$ cat config.mk
export PLATFORM = sky130hd
export DESIGN_NAME = fighter_anim_top
export DESIGN_NICKNAME = d
export VERILOG_FILES = /design/src/design/anim_pkg.sv /design/src/design/sprite_pkg.sv /design/src/design/anim_fsm.sv /design/src/design/frame_sequencer.sv /design/src/design/position_tracker.sv /design/src/design/sprite_output.sv /design/src/design/fighter_anim_top.sv
export SDC_FILE = /design/constraint.sdc
export NUM_CORES = 1
export LEC_CHECK = 0
export BUFFER_PORTS_ARGS = -buffer_cell sky130_fd_sc_hd__buf_4
export CORE_MARGIN = 2
export CORE_UTILIZATION = 60
export CTS_CLUSTER_SIZE = 14
export DETAILED_ROUTE_END_ITERATION = 8
export GPL_ROUTABILITY_DRIVEN = 0
export GPL_TIMING_DRIVEN = 0
export HOLD_SLACK_MARGIN = 0.08
export PLACE_DENSITY = 0.85
export RECOVER_POWER = 50
export SLEW_MARGIN = 20
export SYNTH_ARGS = -nofsm -noshare
export SYNTH_HDL_FRONTEND = slang
export SYNTH_HIERARCHICAL = 1
export SYNTH_SLANG_ARGS = --single-unit
$ cat constraint.sdc
create_clock -name Clk -period 7.5 [get_ports Clk]
set_input_delay 0.75 -clock Clk [delete_from_list [all_inputs] [get_ports Clk]]
set_output_delay 0.75 -clock Clk [all_outputs]
set_load 0.01 [all_outputs]
$ cat src/design/anim_pkg.sv
package anim_pkg;

	typedef enum logic [2:0] {
		pose_stand,
		pose_attack,
		pose_move_l,
		pose_move_r,
		pose_defense,
		pose_hurt
	} pose_e;

	typedef struct packed {
		logic move_r;
		logic move_l;
		logic attack;
		logic defense;
		logic hurt;
	} cmd_t;

	typedef struct packed {
		logic tick;
		logic wrap;
	} seq_status_t;

	// extra strobes each frame is held
	function automatic logic [7:0] pose_delay(pose_e p);
		case (p)
			pose_attack: return 8'd3;
			default:     return 8'd10;
		endcase
	endfunction

	function automatic logic [7:0] pose_last_frame(pose_e p);
		case (p)
			pose_attack:  return 8'd5;
			pose_move_l:  return 8'd9;
			pose_move_r:  return 8'd8;
			pose_defense: return 8'd0;
			pose_hurt:    return 8'd4;
			default:      return 8'd7;
		endcase
	endfunction

	// one-shot poses play once and fall back to stand
	function automatic logic is_one_shot(pose_e p);
		return (p == pose_attack) || (p == pose_defense) || (p == pose_hurt);
	endfunction

endpackage

$ cat src/design/sprite_pkg.sv
package sprite_pkg;

	import anim_pkg::*;

	localparam int ADDR_W = 12;
	localparam int X_W = 10;

	typedef struct packed {
		pose_e               pose;
		logic [7:0]          frame;
		logic [ADDR_W-1:0]   addr;
		logic [X_W-1:0]      x;
	} sprite_desc_t;

	// frame strips sit 16 entries apart, in pose order
	function automatic logic [ADDR_W-1:0] sprite_base(pose_e p);
		logic [ADDR_W-1:0] idx;
		idx = ADDR_W'(p);
		return idx << 4;
	endfunction

endpackage

$ cat src/design/anim_fsm.sv
`timescale 1ns/1ps

module anim_fsm
	import anim_pkg::*;
(
	input  logic        Clk,
	input  logic        rst_n,
	input  cmd_t        cmd,
	input  seq_status_t status,
	output pose_e       pose,
	output logic        restart
);

	pose_e next_pose;

	always_comb
	begin
		next_pose = pose;
		if (status.tick)
		begin
			case (pose)
				pose_stand:
				begin
					if (cmd.attack)
						next_pose = pose_attack;
					else if (cmd.move_r)
						next_pose = pose_move_r;
					else if (cmd.move_l)
						next_pose = pose_move_l;
					else if (cmd.defense)
						next_pose = pose_defense;
					else if (cmd.hurt)
						next_pose = pose_hurt;
				end
				pose_move_r:
				begin
					// holding the walk key keeps walking
					if (cmd.move_r)
						next_pose = pose_move_r;
					else if (cmd.attack)
						next_pose = pose_attack;
					else if (cmd.move_l)
						next_pose = pose_move_l;
					else if (cmd.defense)
						next_pose = pose_defense;
					else if (cmd.hurt)
						next_pose = pose_hurt;
					else
						next_pose = pose_stand;
				end
				pose_move_l:
				begin
					if (cmd.move_l)
						next_pose = pose_move_l;
					else if (cmd.attack)
						next_pose = pose_attack;
					else if (cmd.move_r)
						next_pose = pose_move_r;
					else if (cmd.defense)
						next_pose = pose_defense;
					else if (cmd.hurt)
						next_pose = pose_hurt;
					else
						next_pose = pose_stand;
				end
				default:
				begin
					// one-shot: commands ignored until the strip finishes
					if (is_one_shot(pose) && status.wrap)
						next_pose = pose_stand;
				end
			endcase
		end
	end

	assign restart = status.tick && (next_pose != pose);

	always_ff @(posedge Clk)
	begin
		if (!rst_n)
			pose <= pose_stand;
		else
			pose <= next_pose;
	end

endmodule

$ cat src/design/frame_sequencer.sv
`timescale 1ns/1ps

module frame_sequencer
	import anim_pkg::*;
(
	input  logic        Clk,
	input  logic        rst_n,
	input  logic        frame_clk,
	input  pose_e       pose,
	input  logic        restart,
	output seq_status_t status,
	output logic [7:0]  frame
);

	logic       frame_clk_q;
	logic       frame_clk_qq;
	logic       tick_q;
	logic [7:0] delay;
	logic       delay_done;
	logic       frame_last;

	// register the strobe, then detect its rising edge
	always_ff @(posedge Clk)
	begin
		if (!rst_n)
		begin
			frame_clk_q <= 1'b0;
			frame_clk_qq <= 1'b0;
			tick_q <= 1'b0;
		end
		else
		begin
			frame_clk_q <= frame_clk;
			frame_clk_qq <= frame_clk_q;
			tick_q <= frame_clk_q && !frame_clk_qq;
		end
	end

	assign delay_done = (delay >= pose_delay(pose));
	assign frame_last = (frame >= pose_last_frame(pose));

	assign status.tick = tick_q;
	assign status.wrap = delay_done && frame_last;

	always_ff @(posedge Clk)
	begin
		if (!rst_n)
		begin
			delay <= 8'd0;
			frame <= 8'd0;
		end
		else if (tick_q)
		begin
			if (restart)
			begin
				delay <= 8'd0;
				frame <= 8'd0;
			end
			else if (!delay_done)
				delay <= delay + 8'd1;
			else
			begin
				delay <= 8'd0;
				frame <= frame_last ? 8'd0 : frame + 8'd1;
			end
		end
	end

endmodule

$ cat src/design/position_tracker.sv
`timescale 1ns/1ps

module position_tracker
	import anim_pkg::*;
	import sprite_pkg::*;
#(
	parameter logic [X_W-1:0] X_MIN   = X_W'(0),
	parameter logic [X_W-1:0] X_MAX   = X_W'(600),
	parameter logic [X_W-1:0] X_START = X_W'(300),
	parameter logic [X_W-1:0] STEP    = X_W'(4)
)
(
	input  logic           Clk,
	input  logic           rst_n,
	input  logic           tick,
	input  pose_e          pose,
	output logic [X_W-1:0] x
);

	logic [X_W:0]   step_up;
	logic [X_W:0]   floor_lim;
	logic [X_W-1:0] x_next;

	// one extra bit so the bound checks cannot wrap
	assign step_up = {1'b0, x} + {1'b0, STEP};
	assign floor_lim = {1'b0, X_MIN} + {1'b0, STEP};

	always_comb
	begin
		x_next = x;
		case (pose)
			pose_move_r:
				x_next = (step_up > {1'b0, X_MAX}) ? X_MAX : step_up[X_W-1:0];
			pose_move_l:
				x_next = ({1'b0, x} < floor_lim) ? X_MIN : x - STEP;
			default:
				x_next = x;
		endcase
	end

	always_ff @(posedge Clk)
	begin
		if (!rst_n)
			x <= X_START;
		else if (tick)
			x <= x_next;
	end

endmodule

$ cat src/design/sprite_output.sv
`timescale 1ns/1ps

module sprite_output
	import anim_pkg::*;
	import sprite_pkg::*;
(
	input  logic           Clk,
	input  logic           rst_n,
	input  logic           tick,
	input  pose_e          pose,
	input  logic [7:0]     frame,
	input  logic [X_W-1:0] x,
	output sprite_desc_t   sprite_desc,
	output logic           sprite_valid,
	input  logic           sprite_ready
);

	logic              capture;
	logic [ADDR_W-1:0] addr;

	assign addr = sprite_base(pose) + ADDR_W'(frame);

	// pose, frame and x settle one cycle after the tick
	always_ff @(posedge Clk)
	begin
		if (!rst_n)
			capture <= 1'b0;
		else
			capture <= tick;
	end

	always_ff @(posedge Clk)
	begin
		if (capture)
		begin
			sprite_desc.pose <= pose;
			sprite_desc.frame <= frame;
			sprite_desc.addr <= addr;
			sprite_desc.x <= x;
		end
	end

	// latest wins, an unaccepted descriptor is overwritten
	always_ff @(posedge Clk)
	begin
		if (!rst_n)
			sprite_valid <= 1'b0;
		else if (capture)
			sprite_valid <= 1'b1;
		else if (sprite_ready)
			sprite_valid <= 1'b0;
	end

endmodule

$ cat src/design/fighter_anim_top.sv
`timescale 1ns/1ps

module fighter_anim_top
	import anim_pkg::*;
	import sprite_pkg::*;
(
	input  logic         Clk,
	input  logic         rst_n,
	input  logic         frame_clk,
	input  cmd_t         cmd,
	output sprite_desc_t sprite_desc,
	output logic         sprite_valid,
	input  logic         sprite_ready
);

	// arena bounds and walk speed
	localparam logic [X_W-1:0] X_MIN   = X_W'(0);
	localparam logic [X_W-1:0] X_MAX   = X_W'(600);
	localparam logic [X_W-1:0] X_START = X_W'(300);
	localparam logic [X_W-1:0] STEP    = X_W'(4);

	pose_e          pose;
	logic           restart;
	seq_status_t    status;
	logic [7:0]     frame;
	logic [X_W-1:0] x;

	anim_fsm i_anim_fsm (
		.Clk     (Clk),
		.rst_n   (rst_n),
		.cmd     (cmd),
		.status  (status),
		.pose    (pose),
		.restart (restart)
	);

	frame_sequencer i_frame_sequencer (
		.Clk       (Clk),
		.rst_n     (rst_n),
		.frame_clk (frame_clk),
		.pose      (pose),
		.restart   (restart),
		.status    (status),
		.frame     (frame)
	);

	position_tracker #(
		.X_MIN   (X_MIN),
		.X_MAX   (X_MAX),
		.X_START (X_START),
		.STEP    (STEP)
	) i_position_tracker (
		.Clk   (Clk),
		.rst_n (rst_n),
		.tick  (status.tick),
		.pose  (pose),
		.x     (x)
	);

	sprite_output i_sprite_output (
		.Clk          (Clk),
		.rst_n        (rst_n),
		.tick         (status.tick),
		.pose         (pose),
		.frame        (frame),
		.x            (x),
		.sprite_desc  (sprite_desc),
		.sprite_valid (sprite_valid),
		.sprite_ready (sprite_ready)
	);

endmodule

# Word level (Yosys, flattened, before mapping)
# Index checks and enable logic that the tools add are counted.
# Widths: inputs -> output; s select.
[op_classes] mux=28 magnitude_cmp=4 n_eq_ne=6 reduce_logical=13 addsub=5
[ops] operator="$mux 3" count=15
[ops] operator="$mux 8" count=5
[ops] operator="$mux 10" count=2
[ops] operator="$pmux 10 s2" count=1
[ops] operator="$pmux 4 s5" count=1
[ops] operator="$add 8x1->8 const B" count=2
[ops] operator="$ge 8x4->1" count=2
[ops] operator="$add 10x3->11 const B" count=1
[ops] operator="$gt 11x10->1 const B" count=1
[ops] operator="$lt 10x3->1 const B" count=1
[ops] operator="$sub 10x3->10 const B" count=1
[ops] operator="$add 7x8->9" count=1
[ops] operator="$pmux 3 s3" count=1
[ops] operator="$eq 3x2->1 const B" count=2
[ops] operator="$eq 3x3->1 const B" count=2
[ops] operator="$reduce_bool 2->1" count=3
[ops] operator="$logic_and 1x1->1" count=4
[ops] operator="$mux 4" count=1
[ops] operator="$reduce_and 2->1" count=2
[ops] operator="$eq 3x1->1 const B" count=1
[ops] operator="$logic_not 3->1" count=1
[ops] operator="$ne 3x3->1" count=1
[ops] operator="$logic_or 1x1->1" count=2
[ops] operator="$mux 1" count=2
[ops] operator="$logic_not 1->1" count=1
[totals] out_inout_bits=34 regBits=67 input_bits=9

# Depth between registers and ports, before layout
# Gate-level depths: netlist of the first run.
[depth] ltp_word=12 ltp_mapped=15

# Hierarchy
# Netlist of the first run, hierarchy kept.
[by_module_without_submodules] module="sprite_output" n_inst=1 area_per_inst_um2=1017.2 seq_area_each_um2=820.8 cells_each=53
[by_module_without_submodules] module="frame_sequencer" n_inst=1 area_per_inst_um2=957.2 seq_area_each_um2=380.4 cells_each=106
[by_module_without_submodules] module="position_tracker" n_inst=1 area_per_inst_um2=874.6 seq_area_each_um2=160.2 cells_each=114
[by_module_without_submodules] module="anim_fsm" n_inst=1 area_per_inst_um2=311.5 seq_area_each_um2=60.1 cells_each=41

# Least setup slack after synthesis of the first run
# No wires, ideal clock.
[synth_timing] path_type="reg-to-reg" startpoint="reg i_anim_fsm.pose[2]" endpoint="reg i_frame_sequencer.delay[1]" t_arrival_ns=3.386 path_stages_with_launch=16 path_slack_ns=4.049 required_time_ns=7.436 setup_ns=0.064 path_buffers=1 path_cell_list="dfxtp_1 -> inv_1 -> ha_1 -> a21o_1 -> ha_1 -> nand2b_1 -> a211oi_1 -> nor2_1 -> o32a_1 -> o21ai_0 -> a21oi_1 -> o41a_1 -> o31a_4 -> nand2b_4 -> buf_6 -> nor2_1"
[synth_rtl] item="from (decl)" line_no="anim_fsm.sv:10" source="output pose_e pose,"
[synth_rtl] item="from (signal assigned)" line_no="anim_fsm.sv:81" source="pose <= pose_stand;"
[synth_rtl] item="from (signal assigned)" line_no="anim_fsm.sv:83" source="pose <= next_pose;"
[synth_rtl] item="to (signal assigned)" line_no="frame_sequencer.sv:60" source="delay <= delay + 8'd1;"
[synth_rtl] item="to (decl)" line_no="frame_sequencer.sv:18" source="logic [7:0] delay;"

==> results.md, run 1 <==
- Run status: completed
- Main flop type after synthesis: sky130_fd_sc_hd__dfxtp_1
- Syn. warnings: 6
- Leak pwr: 1.41 nW
- Core area: 0.00511 sq mm
- Count of hold-fix buffers inserted at cts: 0
- Total routing resource utilization after global routing: 22.3%
- Beginning of the worst register-to-register path: i_anim_fsm/pose[2]
- Clock share of power: 40.1%
- # port buffers: 39
- Insertion delay to the later sink of the worst-skew pair: 0.33 ns
- Met1 Wirelength: 2.75 mm
- Crit end category: register
- Ranking of synthesized cells by area: sky130_fd_sc_hd__edfxtp_1 25%, sky130_fd_sc_hd__dfxtp_1 20%, sky130_fd_sc_hd__ha_1 5.1%
- Library cell with the highest instance count after synthesis: sky130_fd_sc_hd__dfxtp_1
- Netlist area before placement: 0.00316 sq mm
- Power density over cell area: 168 mW/mm^2
- Arrival time of the worst setup path: 4.29 ns
- Routed via count divided by cell count: 5.80
- Data required time of the worst path: 7.77 ns
- Number of setup buffers added after CTS: 0
- Share of the clock period used by the worst path: 53.6%
- Setup slack on the worst flop-to-flop path: 3.48 ns
- Max-slew violation count: 0
- Clk sinks: 58
- Number of synthesized register bits: 58
- Wire length reported by the detailed router: 6.22 mm
- Min-delay worst type: register to register
- Most numerous cell types in the synthesized netlist: 32 x sky130_fd_sc_hd__dfxtp_1, 26 x sky130_fd_sc_hd__edfxtp_1, 23 x sky130_fd_sc_hd__nor2_1, 18 x sky130_fd_sc_hd__inv_1, 18 x sky130_fd_sc_hd__nand2_1
- Die height: 76.6 um
- Fin nets: 390
- Total negative slack for setup checks: 0 ns
- Final standard cell utilization of the core: 72.7%
- Share of total power in combinational logic: 5.7%
- IR Drop Worst-Case VDD: 0.104 mV
- PostCTS Resize Cnt: 0
- Remaining global-route overflow: 0
- Max Cap Violations: 0
- Synth top area share: 24.7%
- Num CTS Buffers: 9
- TritonCTS clock tree: done
- Number of diodes added for antenna fixing: 0
- Largest buffer count on any clock path: 2
- H-tree levels: 3
- Area leader, netlist: sky130_fd_sc_hd__edfxtp_1
- IO Pins: 43
- Clock tree skew after final layout: 0.00560 ns
- Power share of the sequential group: 54.1%
- DR WL met3: 469 um
- Number of cells produced by synthesis: 314
- Kind of critical path: register to register
- Unrepaired setup endpoints after global routing: false
- Cell Rows: 26
- Max FO, Critical Path: 16
- Switching power summed over all nets: 0.145 mW
- Timing startpoint of the critical path: i_anim_fsm/pose[2]
- Pin count of the biggest net entering global routing: 28
- Number of antenna-violating nets in the routed design: 0
- Crit path to: i_frame_sequencer/delay[4]
- Post-Syn Area per Cell: 10.1 sq um
- Final hold vios: 0
- Endpoint of the worst register-to-register path: i_frame_sequencer/delay[4]
- Sort of element at the start of the critical path: register
- Starting DRC count in detailed routing: 226
- Number of global-route vias before repair: 2244
- Sw frac: 23.3%
- First-pass GRT wire length: 10.5 mm
- Fraction of final layout cells sized beyond drive strength 1: 22.3%
- Highest metal layer used by the detailed router: met4
- Worst-case headroom to the max-slew limit: 28.3%
- Period minus WS final: 4.02 ns
- DP HPWL: 4.37 mm
- Layout Area Growth over Synthesis: 17.5%
- Vias after detailed routing: 2562
- Die area: 0.00586 sq mm
- Antenna violations before repair: 0
- Final setup violation count: 0
- Initial Utilization: 61.9%
- Async set-reset flop share out of synthesis: 0%
- Detailed Routing Iterations Pass 1: 5
- Fmax: 0.249 GHz
- Clock transition at path regs: 0.07 ns
- Routed length on met2: 2.90 mm
- Number of enable-type register cells in the synthesized netlist: 26
- Internal power component: 0.478 mW
- Routed wire per std cell: 14.1 um
- Share of synthesized area occupied by flip-flops and latches: 45.0%
- Die W: 76.6 um
- DRC viols: 0
- Tightest Pin Transition: 1.07 ns
- Worst reg-to-reg path cell count: 15
- Number of distinct library cells after synthesis: 71
- Clock root buffer: sky130_fd_sc_hd__clkbuf_8
layer usage:
layer / global-route usage [%] / vias up
li1: - / 1255
met2: 35.3 / 131
met1: 30.5 / 1168
met5: 0 / -
met4: 9.64 / 0
met3: 3.44 / 8
per-stage QoR:
stage / worst slack [ns] / total power, mW / hold slack (ns) / instances / cell area [sq um]
2_1_floorplan: 4.05 / 0.365 / 0.367 / 317 / 3170
3_3_place_gp: 3.66 / 0.379 / 0.372 / 426 / 3550
3_5_place_dp: 3.53 / 0.380 / 0.377 / 426 / 3550
4_1_cts: 3.54 / 0.629 / 0.387 / 442 / 3730
5_1_grt: 3.21 / 0.647 / 0.391 / 442 / 3710
6_report: 3.48 / 0.623 / 0.385 / 442 / 3710
worst max-delay path, stage by stage (launching register included):
cell,delay (ns)
sky130_fd_sc_hd__dfxtp_1,0.66
sky130_fd_sc_hd__inv_1,0.15
sky130_fd_sc_hd__ha_1,0.34
sky130_fd_sc_hd__a21o_1,0.17
sky130_fd_sc_hd__ha_1,0.26
sky130_fd_sc_hd__nand2b_1,0.15
sky130_fd_sc_hd__a211oi_1,0.29
sky130_fd_sc_hd__nor2_1,0.08
sky130_fd_sc_hd__o32a_1,0.34
sky130_fd_sc_hd__o21ai_0,0.09
sky130_fd_sc_hd__a21oi_1,0.09
sky130_fd_sc_hd__o41a_1,0.49
sky130_fd_sc_hd__o31a_4,0.42
sky130_fd_sc_hd__nand2b_4,0.16
sky130_fd_sc_hd__buf_6,0.17
sky130_fd_sc_hd__nor2_1,0.10
power groups by stage:
stage | Sequential [mW] | Combinational (mW) | Clock, mW
5_1_grt | 0.338 | 0.0396 | 0.270
2_1_floorplan | 0.344 | 0.0210 | 0
6_report | 0.337 | 0.0358 | 0.250
4_1_cts | 0.337 | 0.0361 | 0.256
3_5_place_dp | 0.344 | 0.0360 | 0
3_3_place_gp | 0.344 | 0.0349 | 0
worst min-delay path by stage:
stage	slack, ns	to	cells after the start	start
after global placement	0.37	i_frame_sequencer/tick_q	1	i_frame_sequencer/frame_clk_qq
after CTS	0.39	i_frame_sequencer/tick_q	1	i_frame_sequencer/frame_clk_qq
after detailed placement	0.38	i_frame_sequencer/tick_q	1	i_frame_sequencer/frame_clk_qq
after global routing	0.39	i_frame_sequencer/tick_q	1	i_frame_sequencer/frame_clk_qq
after floorplan	0.37	i_frame_sequencer/tick_q	1	i_frame_sequencer/frame_clk_qq
final	0.38	i_frame_sequencer/tick_q	1	i_frame_sequencer/frame_clk_qq
cell usage in the layout, fill, tap and decap left out, types with 4 or more instances in the layout:
| cell type | instances |
|---|---|
| sky130_fd_sc_hd__ha_1 | 13 |
| sky130_fd_sc_hd__xor2_1 | 6 |
| sky130_fd_sc_hd__nand4_1 | 5 |
| sky130_fd_sc_hd__nand2_1 | 18 |
| sky130_fd_sc_hd__buf_4 | 45 |
| sky130_fd_sc_hd__clkbuf_8 | 11 |
| sky130_fd_sc_hd__nand2b_1 | 6 |
| sky130_fd_sc_hd__o31ai_1 | 6 |
| sky130_fd_sc_hd__o21a_1 | 6 |
| sky130_fd_sc_hd__nor2b_1 | 6 |
| sky130_fd_sc_hd__nor3_1 | 6 |
| sky130_fd_sc_hd__nor2_1 | 23 |
| sky130_fd_sc_hd__nand3_1 | 11 |
| sky130_fd_sc_hd__inv_1 | 18 |
| sky130_fd_sc_hd__edfxtp_1 | 26 |
| sky130_fd_sc_hd__a21oi_1 | 8 |
| sky130_fd_sc_hd__clkbuf_1 | 11 |
| sky130_fd_sc_hd__o22ai_1 | 4 |
| sky130_fd_sc_hd__o21ai_0 | 15 |
| sky130_fd_sc_hd__a31oi_1 | 5 |
| sky130_fd_sc_hd__dfxtp_1 | 32 |
| sky130_fd_sc_hd__and2_1 | 4 |
| sky130_fd_sc_hd__conb_1 | 5 |
| sky130_fd_sc_hd__xnor2_1 | 4 |
sequential cells by signal, indices dropped and copies added (netlist names):
signal,flops
i_sprite_output/sprite_desc,26
i_frame_sequencer/delay,8
i_frame_sequencer/frame,8
i_position_tracker/x,8
i_anim_fsm/pose,3
i_frame_sequencer/frame_clk_q,1
i_frame_sequencer/frame_clk_qq,1
i_frame_sequencer/tick_q,1
i_sprite_output/capture,1
i_sprite_output/sprite_valid,1
area by class of cell:
class,instances,area [sq um]
Clock inverter,6,41.3
Buffer,22,158
Tap cell,70,87.6
Clock buffer,10,138
Sequential cell,58,1420
Timing Repair Buffer,39,274
Inverter,18,67.6
Fill cell,373,1400
Multi-Input combinational cell,219,1530
kinds of logic after synthesis:
kind of cell | share of synthesized area (%)
muxes | 1.31
adders and majority gates | 5.78
other | 0.238
and+or+nand+nor | 19.5
DFF | 45.0
xor gates and xnor gates | 2.77
AOI/OAI and AO/OA | 18.3
buffers and inverters | 7.13
(Power assumes the default switching activity.)
==> inputs of run 2 (changes only) <==
- ABC_AREA: not set -> 1
- CORE_UTILIZATION: 60 -> 52
- PLACE_DENSITY: 0.85 -> 0.78
- clock period: 7.5 -> 3.7 ns (I/O delays scaled with it)
==> run 2 against run 1 <==
Compared with the run above: design area increased by 0.91%; flip-flop and latch count did not move; critical path type unchanged; critical path depth up 10; area after synthesis fell by 0.28%; first-iteration DRC count decreased by 36%; clock skew grew 0.0016 ns; wire length is 1.4% lower; critical endpoint is now i_frame_sequencer/frame[3]; synthesized cell count increased by 23%.
==> results.md, run 2 <==
- PostCTS Resize Cnt: 0
- Data required time of the worst path: 3.97 ns
- Area leader, netlist: sky130_fd_sc_hd__edfxtp_1
- Async set-reset flop share out of synthesis: 0%
- Insertion delay to the later sink of the worst-skew pair: 0.33 ns
- IR Drop Worst-Case VDD: 0.274 mV
- Tightest Pin Transition: 1.16 ns
- Leak pwr: 1.71 nW
- Number of setup buffers added after CTS: 0
- Cell family contributing the most delay on the critical path: simple AND/OR/NAND/NOR gates
- Number of antenna-violating nets in the routed design: 0
- Total negative slack for setup checks: 0 ns
- Period minus WS final: 3.14 ns
- Post-route insts no fill: 518
- Total routing resource utilization after global routing: 19.4%
- Leading cell type in the layout, fill and taps excluded: sky130_fd_sc_hd__nand2_1
- Clock tree skew after final layout: 0.00718 ns
- Most used cell along the critical path: sky130_fd_sc_hd__nand2_1
- Largest buffer count on any clock path: 2
- Min-delay worst type: input pin to register
- Total design power: 1.38 mW
- Final setup violation count: 0
- Final hold vios: 0
- Routed via count divided by cell count: 5.04
- Largest stage delay on the critical path: 0.58 ns
- Number of distinct library cells after synthesis: 39
- IO Pins: 43
- Combined buffer and inverter count along the critical path: 5
- Syn. warnings: 6
- Run status: completed
- DP HPWL: 4.51 mm
- Final standard cell utilization of the core: 63.6%
- Unrepaired setup endpoints after global routing: false
- TritonCTS clock tree: done
- Synth top area share: 24.8%
- Arrival time of the worst setup path: 3.41 ns
- Starting DRC count in detailed routing: 144
- Die height: 81.9 um
- Worst-case headroom to the max-slew limit: 22.7%
- Total instance count after detailed placement: 502
- Fin nets: 461
- Fraction of final layout cells sized beyond drive strength 1: 23.0%
- Internal power component: 1.08 mW
- Max reg flops: 26
- Share of total power in combinational logic: 6.0%
- Core area: 0.00589 sq mm
- Sort of element at the start of the critical path: register
- Count of hold-fix buffers inserted at cts: 0
- Slowest stage cell on the critical path: sky130_fd_sc_hd__dfxtp_1
- DRC viols: 0
- First-pass GRT wire length: 9.87 mm
- Max FO, Critical Path: 9
- Post-Syn Area per Cell: 8.19 sq um
- Largest Register: i_sprite_output/sprite_desc
- Commonest cells after routing, fill and taps aside: 89 x sky130_fd_sc_hd__nand2_1, 51 x sky130_fd_sc_hd__inv_1, 47 x sky130_fd_sc_hd__buf_4
- Clock transition at path regs: 0.07 ns
- Num CTS Buffers: 9
- Number of cells produced by synthesis: 385
- Power share of the sequential group: 49.6%
- Number of diodes added for antenna fixing: 0
- Sw frac: 21.6%
- Final worst setup slack: 0.563 ns
- Clock share of power: 44.4%
- Antenna violations before repair: 0
- Number of global-route vias before repair: 2307
- Die area: 0.00670 sq mm
- Initial Utilization: 53.6%
- Worst setup slack before clock tree synthesis: 0.663 ns
- Wire length reported by the detailed router: 6.13 mm
- Remaining global-route overflow: 0
- Clk sinks: 58
- Kind of critical path: register to register
- Main flop type after synthesis: sky130_fd_sc_hd__dfxtp_1
- Max Cap Violations: 0
- Pin count of the biggest net entering global routing: 28
- Cell Rows: 28
- H-tree levels: 3
- Share of the clock period used by the worst path: 84.8%
- Clock root buffer: sky130_fd_sc_hd__clkbuf_8
- Most numerous cell types in the synthesized netlist: 89 x sky130_fd_sc_hd__nand2_1, 51 x sky130_fd_sc_hd__inv_1, 33 x sky130_fd_sc_hd__nor2_1, 32 x sky130_fd_sc_hd__dfxtp_1, 26 x sky130_fd_sc_hd__edfxtp_1
- Power density over cell area: 369 mW/mm^2
- Max-slew violation count: 0
- Crit end category: register
- Fmax: 0.319 GHz
- Ranking of synthesized cells by area: sky130_fd_sc_hd__edfxtp_1 25%, sky130_fd_sc_hd__dfxtp_1 20%, sky130_fd_sc_hd__nand2_1 11%
- Layout Area Growth over Synthesis: 18.9%
- Netlist area before placement: 0.00315 sq mm
- Routed wire per std cell: 11.8 um
- # port buffers: 39
- Die W: 81.9 um
- Switching power summed over all nets: 0.299 mW
- Share of synthesized area occupied by flip-flops and latches: 45.1%
- Library cell with the highest instance count after synthesis: sky130_fd_sc_hd__nand2_1
- Detailed Routing Iterations Pass 1: 4
- Vias after detailed routing: 2610
- Number of enable-type register cells in the synthesized netlist: 26
- Number of synthesized register bits: 58
-- run 2: changes by cell type in the layout (fill, tap and decap cells not counted), moves of 8 or more --
cell	change
sky130_fd_sc_hd__inv_2	+8
sky130_fd_sc_hd__nor2_1	+10
sky130_fd_sc_hd__nand2_1	+71
sky130_fd_sc_hd__nand3_1	+13
sky130_fd_sc_hd__nand2_2	+10
sky130_fd_sc_hd__inv_1	+33
sky130_fd_sc_hd__a21oi_1	+8
-- run 2: logic make-up (layout without fill, tap and decap cells) --
logic type      count (synthesis)  after routing  synth area share [%]
other cells                     2              5                 0.238
buf+inv                        76            131                  10.8
xor+xnor                        7              7                  1.95
flops                          58             58                  45.1
simple gates                  190            190                  29.1
compound gates                 38             38                  7.11
fa+ha+maj                      14             14                  5.80
-- run 2: final cells by class --
| cell class | count | area (sq um) |
|---|---|---|
| buffer | 14 | 98.8 |
| clock buffer | 10 | 128 |
| clock inverter | 6 | 81.3 |
| fill | 532 | 2140 |
| inverter | 62 | 235 |
| multi-input combinational | 254 | 1400 |
| sequential | 58 | 1420 |
| tap | 75 | 93.8 |
| timing repair buffer | 39 | 285 |
-- run 2: worst paths after layout --
check / start / endpoint / slack (ns) / cells past startpoint
worst max-delay path: i_anim_fsm/pose[2] / i_frame_sequencer/frame[3] / 0.56 / 25
worst min-delay path: frame_clk / i_frame_sequencer/frame_clk_q / 0.22 / 3
worst max register to register: i_anim_fsm/pose[2] / i_frame_sequencer/frame[3] / 0.56 / 25
worst min register to register: i_frame_sequencer/frame_clk_qq / i_frame_sequencer/tick_q / 0.39 / 1
-- run 2: per-layer routing --
| metal | routed length [um] | track usage, % |
|---|---|---|
| met1 | 2760 | 23.6 |
| met3 | 388 | 5.82 |
| met4 | 55 | 6.67 |
| met2 | 2930 | 32.8 |
| met5 | 0 | 0 |
-- run 2: stage by stage --
| stage | area, sq um | hold slack (ns) |
|---|---|---|
| after floorplan | 3160 | 0.368 |
| after global placement | 3550 | 0.371 |
| after detailed placement | 3550 | 0.381 |
| after CTS | 3760 | 0.204 |
| after global routing | 3750 | 0.247 |
| final | 3750 | 0.224 |
-- run 2: worst register-to-register path: stages, from the launching register on --
cell                      delay [ns]
sky130_fd_sc_hd__dfxtp_1        0.58
sky130_fd_sc_hd__inv_2          0.10
sky130_fd_sc_hd__ha_1           0.32
sky130_fd_sc_hd__a21oi_1        0.13
sky130_fd_sc_hd__ha_1           0.24
sky130_fd_sc_hd__nand2_1        0.07
sky130_fd_sc_hd__inv_1          0.05
sky130_fd_sc_hd__a21oi_1        0.18
sky130_fd_sc_hd__nand3_1        0.10
sky130_fd_sc_hd__nand2_1        0.08
sky130_fd_sc_hd__inv_1          0.05
sky130_fd_sc_hd__nand2_1        0.06
sky130_fd_sc_hd__a21oi_1        0.06
sky130_fd_sc_hd__nor2_2         0.09
sky130_fd_sc_hd__nand2_2        0.07
sky130_fd_sc_hd__nand2_1        0.06
sky130_fd_sc_hd__nand2_1        0.05
sky130_fd_sc_hd__nand2_1        0.07
sky130_fd_sc_hd__nand3_2        0.05
sky130_fd_sc_hd__inv_1          0.11
sky130_fd_sc_hd__nand3_4        0.14
sky130_fd_sc_hd__nand2_4        0.14
sky130_fd_sc_hd__inv_2          0.06
sky130_fd_sc_hd__nand2_2        0.05
sky130_fd_sc_hd__nand2_2        0.06
sky130_fd_sc_hd__nor2_1         0.12
-- run 2: power groups by stage --
stage               sequential, mW  clock (mW)  combinational, mW
finish                       0.687       0.614             0.0831
floorplan                    0.701           0             0.0544
global placement             0.700           0             0.0807
global route                 0.688       0.652             0.0935
detailed placement           0.701           0             0.0831
CTS                          0.687       0.630             0.0836
==> inputs of run 3 (changes only) <==
- ABC_AREA: 1 -> 0
- CORE_UTILIZATION: 52 -> 58
- PLACE_DENSITY: 0.78 -> 0.82
- clock period: 3.7 -> 3.17 ns (I/O delays scaled with it)
==> run 3 against run 2 <==
Compared with the run above: the run now ends with setup timing left; flip-flop and latch count unchanged; first-iteration DRC count grew 47%; critical endpoint is now i_frame_sequencer/frame[4]; highest routed layer unchanged; critical path depth shrank 10; clock-buffer cell count is the same.
==> results.md, run 3 (synthesized netlist as in run 1, its figures left out) <==
- Run status: finished with violations
- Count of hold-fix buffers inserted at cts: 0
- Fin nets: 400
- Commonest cells after routing, fill and taps aside: 56 x sky130_fd_sc_hd__buf_4, 29 x sky130_fd_sc_hd__dfxtp_1, 26 x sky130_fd_sc_hd__edfxtp_1
- Routed via count divided by cell count: 6.12
- Data required time of the worst path: 3.42 ns
- Violations in the final reports: setup timing
- Antenna violations before repair: 0
- DP HPWL: 4.56 mm
- Remaining global-route overflow: 0
- Worst setup slack before clock tree synthesis: -0.417 ns
- Largest buffer count on any clock path: 2
- Endpoint of the worst register-to-register path: i_frame_sequencer/frame[4]
- IR Drop Worst-Case VDD: 0.289 mV
- Wire length reported by the detailed router: 7.36 mm
- Share of the clock period used by the worst path: 104%
- Starting DRC count in detailed routing: 212
- IO Pins: 43
- Max-slew violation count: 0
- Die area: 0.00606 sq mm
- Period minus WS final: 3.31 ns
- Insertion delay to the later sink of the worst-skew pair: 0.33 ns
- Fmax: 0.302 GHz
- Arrival time of the worst setup path: 3.56 ns
- Die height: 77.8 um
- Pin count of the biggest net entering global routing: 28
- Number of diodes added for antenna fixing: 0
- Largest stage delay on the critical path: 0.39 ns
- # port buffers: 39
- Max Cap Violations: 0
- End point of the most critical hold path: i_frame_sequencer/frame_clk_q
- Crit end category: register
- Worst-case headroom to the max-slew limit: 24.8%
- Number of global-route vias before repair: 2561
- Initial Utilization: 61.1%
- Detailed Routing Iterations Pass 1: 7
- Power density over cell area: 413 mW/mm^2
- Clock root buffer: sky130_fd_sc_hd__clkbuf_8
- Layout Area Growth over Synthesis: 24.0%
- Max reg flops: 26
- Die W: 77.8 um
- Cell Rows: 26
- Kind of critical path: register to register
- Final worst setup slack: -0.142 ns
- First-pass GRT wire length: 11.9 mm
- Number of antenna-violating nets in the routed design: 0
- Clock tree skew after final layout: 0.0112 ns
- Worst hold path cell count: 2
- Clock transition at path regs: 0.07 ns
- Total routing resource utilization after global routing: 25.0%
- Worst reg-to-reg path cell count: 15
- Core area: 0.00517 sq mm
- Clk sinks: 58
- DRC viols: 0
- Beginning of the worst register-to-register path: i_anim_fsm/pose[1]
- Final hold vios: 0
- Vias after detailed routing: 2765
- Worst Hold Margin: 0.204 ns
- Max FO, Critical Path: 5
- Final setup violation count: 16
- Leading cell type in the layout, fill and taps excluded: sky130_fd_sc_hd__buf_4
- Unrepaired setup endpoints after global routing: true
- Fraction of final layout cells sized beyond drive strength 1: 29.3%
- Tightest Pin Transition: 1.13 ns
- Setup slack on the worst flop-to-flop path: -0.14 ns
- Largest Register: i_sprite_output/sprite_desc
- Routed wire per std cell: 16.3 um
- Chain of cells forming the critical path: ha_4, a21o_1, ha_1, nand2b_4, a211oi_2, nor2_1, o32a_1, o21ai_1, a21oi_1, o41a_1, nor3_1, o21a_1, buf_6, nand4_1, o22ai_1
- Slowest stage cell on the critical path: sky130_fd_sc_hd__o41a_1
- H-tree levels: 3
- Min-delay worst type: input pin to register
- Leak pwr: 1.50 nW
- TritonCTS clock tree: done
- Num CTS Buffers: 9
- Worst hold start: frame_clk
- Sort of element at the start of the critical path: register
==> run 3: report_power, final <==
part	internal, mW	switching, mW
Combinational	0.0461	0.0523
Clock	0.437	0.288
Sequential	0.787	0.0101
==> run 3: final cells by class <==
type	count	area (sq um)
inverters	18	70.1
well taps	70	87.6
multi-input cells	219	1600
clock buffers	10	128
repair buffers	49	372
clock inverters	6	81.3
fillers	342	1250
flip-flops and latches	58	1430
plain buffers	22	154
==> run 3: critical path: cells and delay by family (launching register included) <==
kind	cells	cell delay (ns)
AOI/OAI and AO/OA	8	1.75
adders and majority gates	2	0.51
buffers and inverters	1	0.13
DFF	1	0.37
and+or+nand+nor	4	0.47
==> run 3: how the worst max path moves through the flow <==
stage                        from                    endpoint  slack, ns  cells after the start
6_report       i_anim_fsm/pose[1]  i_frame_sequencer/frame[4]      -0.14                     15
3_3_place_gp   i_anim_fsm/pose[2]  i_frame_sequencer/frame[2]      -0.29                     15
2_1_floorplan  i_anim_fsm/pose[2]  i_frame_sequencer/delay[1]       0.02                     15
3_5_place_dp   i_anim_fsm/pose[2]  i_frame_sequencer/frame[3]      -0.42                     15
5_1_grt        i_anim_fsm/pose[2]  i_frame_sequencer/frame[4]      -0.24                     16
4_1_cts        i_anim_fsm/pose[1]  i_frame_sequencer/delay[3]      -0.08                     14
==> run 3: repair_timing <==
| item | CTS | global route |
|---|---|---|
| pin swaps | 8 | 6 |
| setup endpoints to repair | 16 | 16 |
| gates resized for setup | 14 | 11 |
| setup buffers | 9 | 0 |
| gates cloned | 1 | 0 |
==> run 3: through the flow <==
stage	cells	power, mW	setup TNS (ns)	util, %	instance area [sq um]
finish	452	1.62	-1.64	75.8	3920
global route	452	1.67	-3.12	75.8	3920
CTS	452	1.62	-0.746	75.2	3890
detailed placement	426	0.900	-5.27	68.9	3560
global placement	426	0.898	-3.80	68.9	3560
floorplan	317	0.865	0	-	3180
==> run 3: layer usage <==
metal  up-vias  routed length [um]  global-route usage, %
met5         -                   0                      0
met4         0                 234                   10.9
met3        37                 678                   5.93
met2       180                3370                   40.3
met1      1277                3080                   32.1
li1       1271                   -                      -
